`config.mk`:
```
export PLATFORM = sky130hd
export DESIGN_NAME = fpAddTop
export DESIGN_NICKNAME = d
export VERILOG_FILES = /design/src/hdl/fpFormatPkg.sv /design/src/hdl/fpStatusPkg.sv /design/src/hdl/alignBusIf.sv /design/src/hdl/sumBusIf.sv /design/src/hdl/rippleCarryAdder.sv /design/src/hdl/operandDecode.sv /design/src/hdl/alignExecute.sv /design/src/hdl/resultPack.sv /design/src/hdl/fpAddTop.sv
export SDC_FILE = /design/constraint.sdc
export NUM_CORES = 1
export LEC_CHECK = 0
export BUFFER_PORTS_ARGS = -buffer_cell sky130_fd_sc_hd__buf_2
export CORE_UTILIZATION = 25
export CTS_CLUSTER_SIZE = 30
export DETAILED_ROUTE_END_ITERATION = 8
export HOLD_SLACK_MARGIN = 0.06
export PLACE_DENSITY_LB_ADDON = 0.2
export SYNTH_ARGS = -nofsm -noshare
export SYNTH_HDL_FRONTEND = slang
export SYNTH_HIERARCHICAL = 1
export SYNTH_SLANG_ARGS = --single-unit
```
`constraint.sdc`:
```
create_clock -name clk -period 37 [get_ports clk]
set_clock_uncertainty 0.2 [all_clocks]
set_input_delay 3.7 -clock clk [delete_from_list [all_inputs] [get_ports clk]]
set_output_delay 3.7 -clock clk [all_outputs]
set_load 0.01 [all_outputs]
```
`src/hdl/fpFormatPkg.sv`:
```
`default_nettype none

package fpFormatPkg;

	// IEEE-754 double layout.
	localparam int FP_W   = 64;
	localparam int EXP_W  = 11;
	localparam int FRAC_W = 52;

	// Significand with the hidden bit restored, also the adder width.
	localparam int SIG_W  = FRAC_W + 1;

	localparam logic [EXP_W-1:0] EXP_MAX = EXP_W'(2047); // NaN/Inf on input, overflow on output.

	// One operand after decode. Denormals are already flushed to zero here.
	typedef struct packed {
		logic             sign;
		logic [EXP_W-1:0] exponent;
		logic [SIG_W-1:0] significand;
	} fpOperand;

endpackage

`default_nettype wire

```
`src/hdl/fpStatusPkg.sv`:
```
`default_nettype none

package fpStatusPkg;

	// Exception flags that travel with each operation.
	typedef struct packed {
		logic overflow;    // Result rounded to infinity.
		logic unsupported; // Mixed signs, NaN or infinity on input.
	} fpFlags;

	localparam fpFlags FLAGS_CLEAR = '{overflow: 1'b0, unsupported: 1'b0};

endpackage

`default_nettype wire

```
`src/hdl/alignBusIf.sv`:
```
`timescale 1ns/100ps
`default_nettype none

// Decode to execute. Everything here is registered in operandDecode.
interface alignBusIf;

	logic                                 valid;
	logic                                 sign;
	logic [fpFormatPkg::EXP_W-1:0]        exponent; // Larger of the two exponents.
	logic [fpFormatPkg::SIG_W-1:0]        bigSig;
	logic [fpFormatPkg::SIG_W-1:0]        smallSig;
	logic [fpFormatPkg::EXP_W-1:0]        shift;    // Exponent difference.
	fpStatusPkg::fpFlags                  flags;

	modport decodeSide (
		output valid, sign, exponent, bigSig, smallSig, shift, flags
	);

	modport executeSide (
		input valid, sign, exponent, bigSig, smallSig, shift, flags
	);

endinterface

`default_nettype wire

```
`src/hdl/sumBusIf.sv`:
```
`timescale 1ns/100ps
`default_nettype none

// Execute to result. The sum keeps the adder carry as its top bit.
interface sumBusIf;

	logic                          valid;
	logic                          sign;
	logic [fpFormatPkg::EXP_W-1:0] exponent;
	logic [fpFormatPkg::SIG_W:0]   sum;
	fpStatusPkg::fpFlags           flags;

	modport executeSide (
		output valid, sign, exponent, sum, flags
	);

	modport resultSide (
		input valid, sign, exponent, sum, flags
	);

endinterface

`default_nettype wire

```
`src/hdl/rippleCarryAdder.sv`:
```
`timescale 1ns/100ps
`default_nettype none

// Unsigned ripple-carry adder, carry out lands in the top sum bit.
module rippleCarryAdder #(
	parameter int WIDTH = 52
) (
	input  logic [WIDTH-1:0] a,
	input  logic [WIDTH-1:0] b,
	output logic [WIDTH:0]   sum
);

	logic [WIDTH-1:0] carry;

	genvar i;
	generate
		for (i = 0; i < WIDTH; i++) begin : gBit
			if (i == 0) begin : gHalf
				// No carry in at the bottom.
				assign sum[i]   = a[i] ^ b[i];
				assign carry[i] = a[i] & b[i];
			end else begin : gFull
				assign sum[i]   = a[i] ^ b[i] ^ carry[i-1];
				assign carry[i] = (a[i] & b[i]) | (carry[i-1] & (a[i] ^ b[i]));
			end
		end
	endgenerate

	assign sum[WIDTH] = carry[WIDTH-1];

endmodule

`default_nettype wire

```
`src/hdl/operandDecode.sv`:
```
`timescale 1ns/100ps
`default_nettype none

module operandDecode (
	input  logic                         clk,
	input  logic                         rstN,
	input  logic                         inValid,
	input  logic [fpFormatPkg::FP_W-1:0] opA,
	input  logic [fpFormatPkg::FP_W-1:0] opB,
	alignBusIf.decodeSide                align
);

	import fpFormatPkg::*;
	import fpStatusPkg::*;

	fpOperand unpackA;
	fpOperand unpackB;
	fpOperand hiOp;
	fpOperand loOp;
	fpFlags   nextFlags;

	// Hidden bit only for normal numbers, so denormals come out as zero.
	function automatic fpOperand unpack(input logic [FP_W-1:0] op);
		fpOperand u;
		u.sign     = op[FP_W-1];
		u.exponent = op[FP_W-2 -: EXP_W];
		if (u.exponent != '0)
			u.significand = {1'b1, op[FRAC_W-1:0]};
		else
			u.significand = '0;
		return u;
	endfunction

	always_comb begin
		unpackA = unpack(opA);
		unpackB = unpack(opB);

		if (unpackA.exponent >= unpackB.exponent) begin
			hiOp = unpackA;
			loOp = unpackB;
		end else begin
			hiOp = unpackB;
			loOp = unpackA;
		end

		nextFlags = FLAGS_CLEAR;
		nextFlags.unsupported = inValid &&
			((unpackA.sign != unpackB.sign) ||
			 (unpackA.exponent == EXP_MAX) ||
			 (unpackB.exponent == EXP_MAX));
	end

	always_ff @(posedge clk or negedge rstN) begin
		if (!rstN) begin
			align.valid <= 1'b0;
			align.flags <= FLAGS_CLEAR;
		end else begin
			align.valid <= inValid;
			align.flags <= nextFlags;
		end
	end

	always_ff @(posedge clk) begin
		align.sign     <= unpackA.sign; // Signs match when supported.
		align.exponent <= hiOp.exponent;
		align.bigSig   <= hiOp.significand;
		align.smallSig <= loOp.significand;
		align.shift    <= hiOp.exponent - loOp.exponent;
	end

endmodule

`default_nettype wire

```
`src/hdl/alignExecute.sv`:
```
`timescale 1ns/100ps
`default_nettype none

module alignExecute (
	input  logic           clk,
	input  logic           rstN,
	alignBusIf.executeSide align,
	sumBusIf.executeSide   sum
);

	import fpFormatPkg::*;
	import fpStatusPkg::*;

	logic [SIG_W-1:0] alignedSig;
	logic [SIG_W:0]   rawSum;

	// Truncating right shift.
	always_comb begin
		if (align.shift >= EXP_W'(SIG_W))
			alignedSig = '0; // Everything shifted out.
		else
			alignedSig = align.smallSig >> align.shift;
	end

	rippleCarryAdder #(
		.WIDTH (SIG_W)
	) adder (
		.a   (align.bigSig),
		.b   (alignedSig),
		.sum (rawSum)
	);

	always_ff @(posedge clk or negedge rstN) begin
		if (!rstN) begin
			sum.valid <= 1'b0;
			sum.flags <= FLAGS_CLEAR;
		end else begin
			sum.valid <= align.valid;
			sum.flags <= align.flags;
		end
	end

	always_ff @(posedge clk) begin
		sum.sign     <= align.sign;
		sum.exponent <= align.exponent;
		sum.sum      <= rawSum;
	end

endmodule

`default_nettype wire

```
`src/hdl/resultPack.sv`:
```
`timescale 1ns/100ps
`default_nettype none

module resultPack (
	input  logic                         clk,
	input  logic                         rstN,
	sumBusIf.resultSide                  sum,
	output logic                         outValid,
	output logic [fpFormatPkg::FP_W-1:0] result,
	output fpStatusPkg::fpFlags          flags
);

	import fpFormatPkg::*;
	import fpStatusPkg::*;

	logic [SIG_W-1:0] normSig;
	logic [EXP_W-1:0] normExp;
	logic [FP_W-1:0]  nextResult;
	fpFlags           nextFlags;

	always_comb begin
		// A carry out means one place right and one up in exponent.
		if (sum.sum[SIG_W]) begin
			normSig = sum.sum[SIG_W:1];
			normExp = sum.exponent + 1'b1;
		end else begin
			normSig = sum.sum[SIG_W-1:0];
			normExp = sum.exponent;
		end

		nextFlags = sum.flags;
		nextFlags.overflow = 1'b0;

		if (sum.flags.unsupported) begin
			nextResult = {sum.sign, {(FP_W-1){1'b0}}};
		end else if (sum.sum == '0) begin
			nextResult = {sum.sign, {(FP_W-1){1'b0}}}; // Signed zero.
		end else if (normExp == EXP_MAX) begin
			nextResult = {sum.sign, EXP_MAX, {FRAC_W{1'b0}}};
			nextFlags.overflow = 1'b1;
		end else begin
			nextResult = {sum.sign, normExp, normSig[FRAC_W-1:0]}; // Hidden bit dropped.
		end
	end

	always_ff @(posedge clk or negedge rstN) begin
		if (!rstN) begin
			outValid <= 1'b0;
			flags    <= FLAGS_CLEAR;
		end else begin
			outValid <= sum.valid;
			flags    <= nextFlags;
		end
	end

	always_ff @(posedge clk) begin
		result <= nextResult;
	end

endmodule

`default_nettype wire

```
`src/hdl/fpAddTop.sv`:
```
`timescale 1ns/100ps
`default_nettype none

// Three-stage double adder: decode, align and add, normalize and pack.
module fpAddTop (
	input  logic                         clk,
	input  logic                         rstN,
	input  logic                         inValid,
	input  logic [fpFormatPkg::FP_W-1:0] opA,
	input  logic [fpFormatPkg::FP_W-1:0] opB,
	output logic                         outValid,
	output logic [fpFormatPkg::FP_W-1:0] result,
	output logic                         overflow,
	output logic                         unsupported
);

	import fpStatusPkg::*;

	fpFlags outFlags;

	alignBusIf alignBus ();
	sumBusIf   sumBus ();

	operandDecode decode (
		.clk     (clk),
		.rstN    (rstN),
		.inValid (inValid),
		.opA     (opA),
		.opB     (opB),
		.align   (alignBus)
	);

	alignExecute execute (
		.clk   (clk),
		.rstN  (rstN),
		.align (alignBus),
		.sum   (sumBus)
	);

	resultPack pack (
		.clk      (clk),
		.rstN     (rstN),
		.sum      (sumBus),
		.outValid (outValid),
		.result   (result),
		.flags    (outFlags)
	);

	assign overflow    = outFlags.overflow;
	assign unsupported = outFlags.unsupported;

endmodule

`default_nettype wire

```
==> results of run 1 <==
-- layer usage --
layer	track usage	vias up
met5	0	-
met4	0.0501	0
met3	0.0226	67
met2	0.260	333
met1	0.246	5758
li1	-	5621
-- per-stage QoR --
| step | instance area (um2) | util | hold WS, ps |
|---|---|---|---|
| 2_1_floorplan | 14500 | - | 110 |
| 3_3_place_gp | 16000 | 0.281 | 114 |
| 3_5_place_dp | 16000 | 0.281 | 112 |
| 4_1_cts | 17100 | 0.300 | 126 |
| 5_1_grt | 17100 | 0.300 | 132 |
| 6_report | 17100 | 0.300 | 125 |
-- cells in the final DEF, fill, tap and decap left out, drive strengths merged, types with 24 or more instances in the layout --
master  instances
nor3           24
dfxtp         259
mux2i          95
a211oi         58
a21oi          27
nor2           74
nor4           24
clkbuf         40
inv            35
mux4           49
buf           221
nand3         128
fa             52
o21ai         140
nand2         131
-- power groups by stage --
stage	Clock [uW]	Sequential (uW)	Combinational, uW
2_1_floorplan	0	367	194
3_3_place_gp	0	382	299
3_5_place_dp	0	382	296
4_1_cts	327	376	297
5_1_grt	339	380	322
6_report	317	375	299
-- critical path, delay by kind of cell, from the launching register on --
family | cells | cell delay [ps]
buffers and inverters | 5 | 1000
DFF | 1 | 460
muxes | 3 | 1130
AOI/OAI and AO/OA | 2 | 270
adders and majority gates | 53 | 20360
-- sequential cells by signal (all words and copies together) (netlist names), 2 cells and up --
| name | flops |
|---|---|
| pack/result | 64 |
| execute/sum.sum | 54 |
| decode/align.bigSig | 53 |
| decode/align.smallSig | 53 |
| decode/align.exponent | 11 |
| decode/align.shift | 11 |
| execute/sum.exponent | 11 |
| pack/flags | 2 |
-- worst max path at each step --
| stage | startpoint | end | slack (ps) |
|---|---|---|---|
| 6_report | decode/align.shift[1]$_DFF_P_ | execute/sum.sum[52]$_DFF_P_ | 13470 |
| 5_1_grt | decode/align.shift[1]$_DFF_P_ | execute/sum.sum[52]$_DFF_P_ | 12650 |
| 4_1_cts | decode/align.shift[1]$_DFF_P_ | execute/sum.sum[52]$_DFF_P_ | 13480 |
| 3_5_place_dp | decode/align.shift[1]$_DFF_P_ | execute/sum.sum[52]$_DFF_P_ | 13540 |
| 3_3_place_gp | decode/align.shift[1]$_DFF_P_ | execute/sum.sum[52]$_DFF_P_ | 13660 |
| 2_1_floorplan | decode/align.shift[1]$_DFF_P_ | execute/sum.sum[52]$_DFF_P_ | 15110 |
-- cell type report --
type / count / area share
Sequential cell: 266 / 0.315
Tap cell: 756 / 0.0554
Clock buffer: 40 / 0.0504
Clock inverter: 16 / 0.0131
Timing Repair Buffer: 221 / 0.0683
Inverter: 35 / 0.00770
Multi-Input combinational cell: 1036 / 0.490
==> flow_metrics.tcl, run 1 <==
set metrics [dict create \
    status "finished clean" \
    net-switching-power_uw 343 \
    swShare 0.346 \
    clockBufferDepth 3 \
    finalMaxSlewViolations 0 \
    multi_input_area_um2 8370 \
    ctsHoldBuffers 0 \
    min_from "execute/sum.sign$_DFF_P_" \
    power.total_uw 991 \
    post_drt_wl_per_cell_um 21.5 \
    fin_crit_ps 23530 \
    placed_cells 2314 \
    grt_pass1_wl_um 76500 \
    cts_inserted_buffers 30 \
    cts.sinks 266 \
    cts.clk_slew.worst_paths_ps 60 \
    h-tree-depth 1 \
    cts_tree "yes" \
    dp_hpwl_um 40600 \
    grt_pass1_vias 11800 \
    worstRegToRegCells 63 \
    track_usage 0.170 \
    syn_avg_cell_area_um2 10.0 \
    clock_latency_ps 570 \
    timing.rr.end "execute/sum.sum[52]$_DFF_P_" \
    fp.dieW_um 243 \
    path_max_fanout 56 \
    start_util 0.255 \
    rsz0062_at_grt "no" \
    die_y_um 243 \
    hold_class "flop to flop" \
    synthCells 1447 \
    max_clock_freq_mhz 42.5 \
    drt_iter0_drc 997 \
    num_rows 87 \
    synth_area_um2 14500 \
    clkPwrFrac 0.320 \
    syn_nets 1644 \
    path_class "flop to flop" \
    arrival_ps 23830 \
    drive_gt1_frac 0.260 \
    pre_cts_ws_ps 13540 \
    end_kind "flop" \
    ir_drop_v 0.0000335 \
    hold-path-endpoint "pack/result[63]$_DFF_P_" \
    cts_resized 0 \
    n_antenna_cell 0 \
    slowest_stage "buf_4" \
    portBuffers 197 \
    fin_nets 1787 \
    fin_setup_tns_ps 0 \
    area_delta_synth_final_pct 18.0 \
    power_frac_comb 0.301 \
    hold_violations 0 \
    power_frac_seq 0.379 \
    period_share 0.636 \
    dieArea_um2 58800 \
    reg2reg_from "decode/align.shift[1]$_DFF_P_" \
    relSlewSlack 0.269 \
    grt_max_degree 107 \
    regToRegSetupSlack_ps 13470 \
    p_int_uw 649 \
    antenna_left 0 \
    finalWirelength_um 50900 \
    post_cts_buffers 0 \
    drt_first_pass_iters 7 \
    overflow 0 \
    io_pins 198 \
    maxCapViolations 0 \
    wl_met2_um 22500 \
    ff_latch_area_um2 5370 \
    root_buffer "clkbuf_16" \
    slowest_delay_ps 730 \
    wl_met3_um 2460 \
    setup_violations 0 \
    dr_total_vias 11800 \
    yosysWarnings 6 \
    nFillCells 5985 \
    p_leak_uw 0.00680 \
    cpMostUsedCell "fa_1" \
    powerDensity_nw_per_um2 58.1 \
    layoutNonFillerInstCount 2370 \
    via_per_inst 4.97 \
    routed.top_layer "met4" \
    drc_errors 0 \
    required_ps 37300 \
    worst_slew_pin_slew_ps 1100 \
    worst_slack_ps 13470 \
    core_um2 56800 \
    gp_congestion 0.961 \
    wl_met1_um 24700 \
    critPathLaunchType "flop" \
    whs_path_depth 0 \
    antenna_found_initial 1 \
]
Power figures use the tool's default switching activity.
==> inputs of run 2 (changes only) <==
==> constraint.sdc (replaced) <==
create_clock -name clk -period 24.5 [get_ports clk]
set_clock_uncertainty 0.2 [all_clocks]
set_input_delay 2.45 -clock clk [delete_from_list [all_inputs] [get_ports clk]]
set_output_delay 2.45 -clock clk [all_outputs]
set_load 0.01 [all_outputs]
==> run 2 against run 1 <==
Against the previous run: clock power rose by 47%; die area did not move; via count rose by 0.25%; critical path depth did not move; routed wire length rose by 0.20%; worst setup slack got worse by 12000 ps; combinational power rose by 44%; global-route usage fell by 0.10 points; critical path type unchanged; largest cell class unchanged.
==> flow_metrics.tcl, run 2 (synthesized netlist as in run 1, its figures left out) <==
set metrics [dict create \
    status "finished clean" \
    mostFrequentLayoutCells "256 x dfxtp_1, 197 x buf_2, 130 x nand2_1" \
    critPathLaunchType "flop" \
    multi_input_area_um2 8370 \
    grt_pass1_wl_um 75900 \
    clock_latency_ps 570 \
    antenna_found_initial 0 \
    setup_violations 0 \
    largest_register_ffs 64 \
    root_buffer "clkbuf_16" \
    num_rows 87 \
    p_leak_uw 0.00679 \
    top_regs "pack/result: 64 flops, execute/sum.sum: 54 flops" \
    drt_iter0_drc 807 \
    fp.dieW_um 243 \
    path_max_fanout 43 \
    reg2reg_from "decode/align.shift[2]$_DFF_P_" \
    layout_commonest_cell "dfxtp_1" \
    nFillCells 5979 \
    overflow 0 \
    placedInstanceArea_um2 16000 \
    n_antenna_cell 0 \
    post_cts_buffers 0 \
    placed_cells 2314 \
    fin_crit_ps 23320 \
    relSlewSlack 0.257 \
    antenna_left 0 \
    worst_slew_pin_slew_ps 1120 \
    ff_latch_area_um2 5370 \
    area_delta_synth_final_pct 17.7 \
    drive_gt1_frac 0.259 \
    start_util 0.255 \
    io_pins 198 \
    drt_first_pass_iters 5 \
    ctsHoldBuffers 0 \
    dr_total_vias 11800 \
    hold_class "flop to flop" \
    post-route-cell-area_um2 17000 \
    max_clock_freq_mhz 42.9 \
    rsz0062_at_grt "no" \
    slowest_stage "dfxtp_2" \
    fin_setup_tns_ps 0 \
    final_core_util 0.300 \
    hold_violations 0 \
    h-tree-depth 1 \
    arrival_ps 23630 \
    dieArea_um2 58800 \
    end_kind "flop" \
    worstRegToRegCells 63 \
    powerDensity_nw_per_um2 87.1 \
    cpMostUsedCell "fa_1" \
    track_usage 0.169 \
    portBuffers 197 \
    gp_congestion 0.951 \
    ir_drop_v 0.0000487 \
    die_y_um 243 \
    clockBufferDepth 3 \
    drc_errors 0 \
    whs_path_depth 0 \
    cts_resized 0 \
    layoutNonFillerInstCount 2370 \
    cts_inserted_buffers 30 \
    dp_hpwl_um 40600 \
    post_drt_wl_per_cell_um 21.5 \
    via_per_inst 4.98 \
    power.total_uw 1480 \
    slowest_delay_ps 960 \
    cts.clk_slew.worst_paths_ps 60 \
    maxCapViolations 0 \
    grt_pass1_vias 11700 \
    top_register "pack/result" \
    grt_max_degree 107 \
    finalMaxSlewViolations 0 \
    timing.rr.end "execute/sum.sum[52]$_DFF_P_" \
    path_class "flop to flop" \
    required_ps 24810 \
    hold-path-endpoint "execute/sum.exponent[10]$_DFF_P_" \
    regToRegSetupSlack_ps 1180 \
    min_from "decode/align.exponent[10]$_DFF_P_" \
    fin_nets 1787 \
    finalWirelength_um 51000 \
    cts.sinks 266 \
    cts_tree "yes" \
    core_um2 56800 \
    period_share 0.952 \
]
[run 2: how the worst max path moves through the flow]
stage | startpoint | end | slack [ps] | depth (start not counted)
2_1_floorplan | decode/align.shift[1]$_DFF_P_ | execute/sum.sum[52]$_DFF_P_ | 2610 | 64
3_3_place_gp | decode/align.shift[1]$_DFF_P_ | execute/sum.sum[52]$_DFF_P_ | 1490 | 62
3_5_place_dp | decode/align.shift[1]$_DFF_P_ | execute/sum.sum[52]$_DFF_P_ | 1370 | 62
4_1_cts | decode/align.shift[2]$_DFF_P_ | execute/sum.sum[52]$_DFF_P_ | 1280 | 63
5_1_grt | decode/align.shift[2]$_DFF_P_ | execute/sum.sum[52]$_DFF_P_ | 390 | 63
6_report | decode/align.shift[2]$_DFF_P_ | execute/sum.sum[52]$_DFF_P_ | 1180 | 63
[run 2: where the power goes]
part	internal [uW]	switching (uW)	leakage [uW]	total, uW
combinational	177	255	0.00400	432
clock	283	183	0.000519	466
sequential	503	81.8	0.00227	585
total	963	520	0.00679	1480
[run 2: metrics by stage]
step / hold WS [ps] / worst slack (ps)
final: 122 / 1180
after global routing: 125 / 386
after global placement: 115 / 1490
after CTS: 118 / 1280
after floorplan: 110 / 2610
after detailed placement: 113 / 1370
[run 2: final cells by class]
cell class              instances  share of cell area
multi-input cells            1036               0.492
flip-flops and latches        266               0.315
repair buffers                221              0.0685
well taps                     756              0.0555
clock buffers                  39              0.0491
clock inverters                17              0.0122
inverters                      35             0.00771
[run 2: critical path: cells and delay by family (launching register included)]
kind                     cells  cell delay [ps]
AO/OA/AOI/OAI                3              400
adder cells (fa/ha/maj)     53            20450
buffers and inverters        5              670
flip-flops                   1              960
multiplexers                 2              570
[run 2: per-layer routing]
metal / share of wire / GRT usage / up-vias
li1: - / - / 5611
met1: 0.48 / 0.241 / 5787
met3: 0.049 / 0.0215 / 60
met4: 0.025 / 0.0482 / 0
met2: 0.44 / 0.264 / 350
met5: 0 / 0 / -
==> inputs of run 3 (changes only) <==
--- a/config.mk
+++ b/config.mk
@@ -11,6 +11,7 @@
 export DETAILED_ROUTE_END_ITERATION = 8
 export HOLD_SLACK_MARGIN = 0.06
 export PLACE_DENSITY_LB_ADDON = 0.2
+export RECOVER_POWER = 50
 export SYNTH_ARGS = -nofsm -noshare
 export SYNTH_HDL_FRONTEND = slang
 export SYNTH_HIERARCHICAL = 1
==> run 3 against run 2 <==
Against the previous run: power down 0.85%; maximum frequency up 0.13%; final cell count unchanged; via count down 0.16%; largest power group unchanged; flip-flop and latch count unchanged; highest routed layer unchanged; the flow now finishes with violations (capacitance limit, slew limit); sequential share of layout area up 0.67 points; register-to-register slack better by 30 ps.
==> flow_metrics.tcl, run 3 (synthesized netlist as in run 1, its figures left out) <==
set metrics [dict create \
    gp_congestion 0.951 \
    clockBufferDepth 3 \
    antenna_found_initial 0 \
    path_max_fanout 43 \
    dr_total_vias 11800 \
    overflow 0 \
    violations "capacitance limit, slew limit" \
    portBuffers 197 \
    core_um2 56800 \
    fp.dieW_um 243 \
    reg2reg_from "decode/align.shift[2]$_DFF_P_" \
    final_core_util 0.293 \
    timing.rr.end "execute/sum.sum[52]$_DFF_P_" \
    grt_max_degree 107 \
    cts.sinks 266 \
    antenna_left 0 \
    largest_register_ffs 64 \
    required_ps 24810 \
    cts_resized 0 \
    maxCapViolations 3 \
    power.total_uw 1470 \
    hold_violations 0 \
    period_share 0.951 \
    hold-path-endpoint "execute/sum.exponent[10]$_DFF_P_" \
    dp_hpwl_um 40600 \
    layout_commonest_cell "dfxtp_1" \
    slowest_stage "dfxtp_2" \
    max_clock_freq_mhz 42.9 \
    grt_pass1_vias 11700 \
    drc_errors 0 \
    area_delta_synth_final_pct 15.2 \
    via_per_inst 4.97 \
    end_kind "flop" \
    setup_violations 0 \
    critPathLaunchType "flop" \
    min_from "decode/align.exponent[10]$_DFF_P_" \
    clock_latency_ps 570 \
    track_usage 0.169 \
    hold_class "flop to flop" \
    path_class "flop to flop" \
    status "finished, violations left" \
    cts_inserted_buffers 30 \
    p_leak_uw 0.00648 \
    start_util 0.255 \
    cts.clk_slew.worst_paths_ps 60 \
    drive_gt1_frac 0.180 \
    mostFrequentLayoutCells "257 x dfxtp_1, 131 x nand2_1, 126 x nand3_1" \
    cts_tree "yes" \
    worstRegToRegCells 63 \
    dieArea_um2 58800 \
    post_drt_wl_per_cell_um 21.5 \
    cpMostUsedCell "fa_1" \
    worst_slack_ps 1210 \
    arrival_ps 23600 \
    drt_first_pass_iters 5 \
    finalMaxSlewViolations 172 \
    pre_cts_ws_ps 1370 \
    fin_crit_ps 23290 \
    post_cts_buffers 0 \
    root_buffer "clkbuf_16" \
    n_antenna_cell 0 \
    regToRegSetupSlack_ps 1210 \
    ctsHoldBuffers 0 \
    io_pins 198 \
    h-tree-depth 1 \
    num_rows 87 \
    die_y_um 243 \
    top_register "pack/result" \
    drt_iter0_drc 846 \
    whs_path_depth 0 \
    ir_drop_v 0.0000485 \
    slowest_delay_ps 960 \
    fin_nets 1787 \
    relSlewSlack -1.13 \
    top_regs "pack/result: 64 flops, execute/sum.sum: 54 flops" \
    powerDensity_nw_per_um2 88.3 \
    rsz0062_at_grt "no" \
    finalWirelength_um 51000 \
    grt_pass1_wl_um 75900 \
    worst_slew_pin_slew_ps 3190 \
    fin_setup_tns_ps 0 \
]
==> run 3: cell types whose count changed in the layout (fill, tap and decap cells not counted), moves of 3 or more <==
| cell | change |
|---|---|
| a211oi_1 | +48 |
| clkbuf_1 | +75 |
| a211oi_2 | -48 |
| buf_4 | -3 |
| buf_2 | -72 |
==> run 3: routing by layer <==
layer | vias to the layer above | GRT usage | share of wire
met3 | 62 | 0.0215 | 0.056
met2 | 392 | 0.264 | 0.44
met5 | - | 0 | 0
met4 | 0 | 0.0482 | 0.026
met1 | 5726 | 0.241 | 0.48
li1 | 5609 | - | -
==> run 3: worst max-delay path by stage <==
stage,start,to,slack [ps],depth (start not counted)
after floorplan,decode/align.shift[1]$_DFF_P_,execute/sum.sum[52]$_DFF_P_,2610,64
after global placement,decode/align.shift[1]$_DFF_P_,execute/sum.sum[52]$_DFF_P_,1490,62
after detailed placement,decode/align.shift[1]$_DFF_P_,execute/sum.sum[52]$_DFF_P_,1370,62
after CTS,decode/align.shift[2]$_DFF_P_,execute/sum.sum[52]$_DFF_P_,1280,63
after global routing,decode/align.shift[2]$_DFF_P_,execute/sum.sum[52]$_DFF_P_,390,63
final,decode/align.shift[2]$_DFF_P_,execute/sum.sum[52]$_DFF_P_,1210,63
==> run 3: area by class of cell <==
type,instances,area [um2]
fill,6039,40200
multi-input combinational,1036,8110
sequential,266,5370
timing repair buffer,221,1060
tap,756,946
clock buffer,39,836
clock inverter,17,208
inverter,35,131
==> run 3: power by group <==
group          switching [uW]  internal [uW]
logic                     251            168
registers                82.4            503
clock network             183            283
total                     516            954
==> run 3: per-stage QoR <==
step	instances	hold WS (ps)	instance area [um2]
after floorplan	1447	110	14500
after global placement	2314	115	16000
after detailed placement	2314	113	16000
after CTS	2370	118	17000
after global routing	2370	125	16700
final	2370	119	16700
==> run 3: worst max-delay path, delay by kind of cell, from the launching register on <==
kind                     cells  cell delay, ps
multiplexers                 2             560
flip-flops                   1             960
buffers and inverters        5             660
adder cells (fa/ha/maj)     53           20420
AO/OA/AOI/OAI                3             390
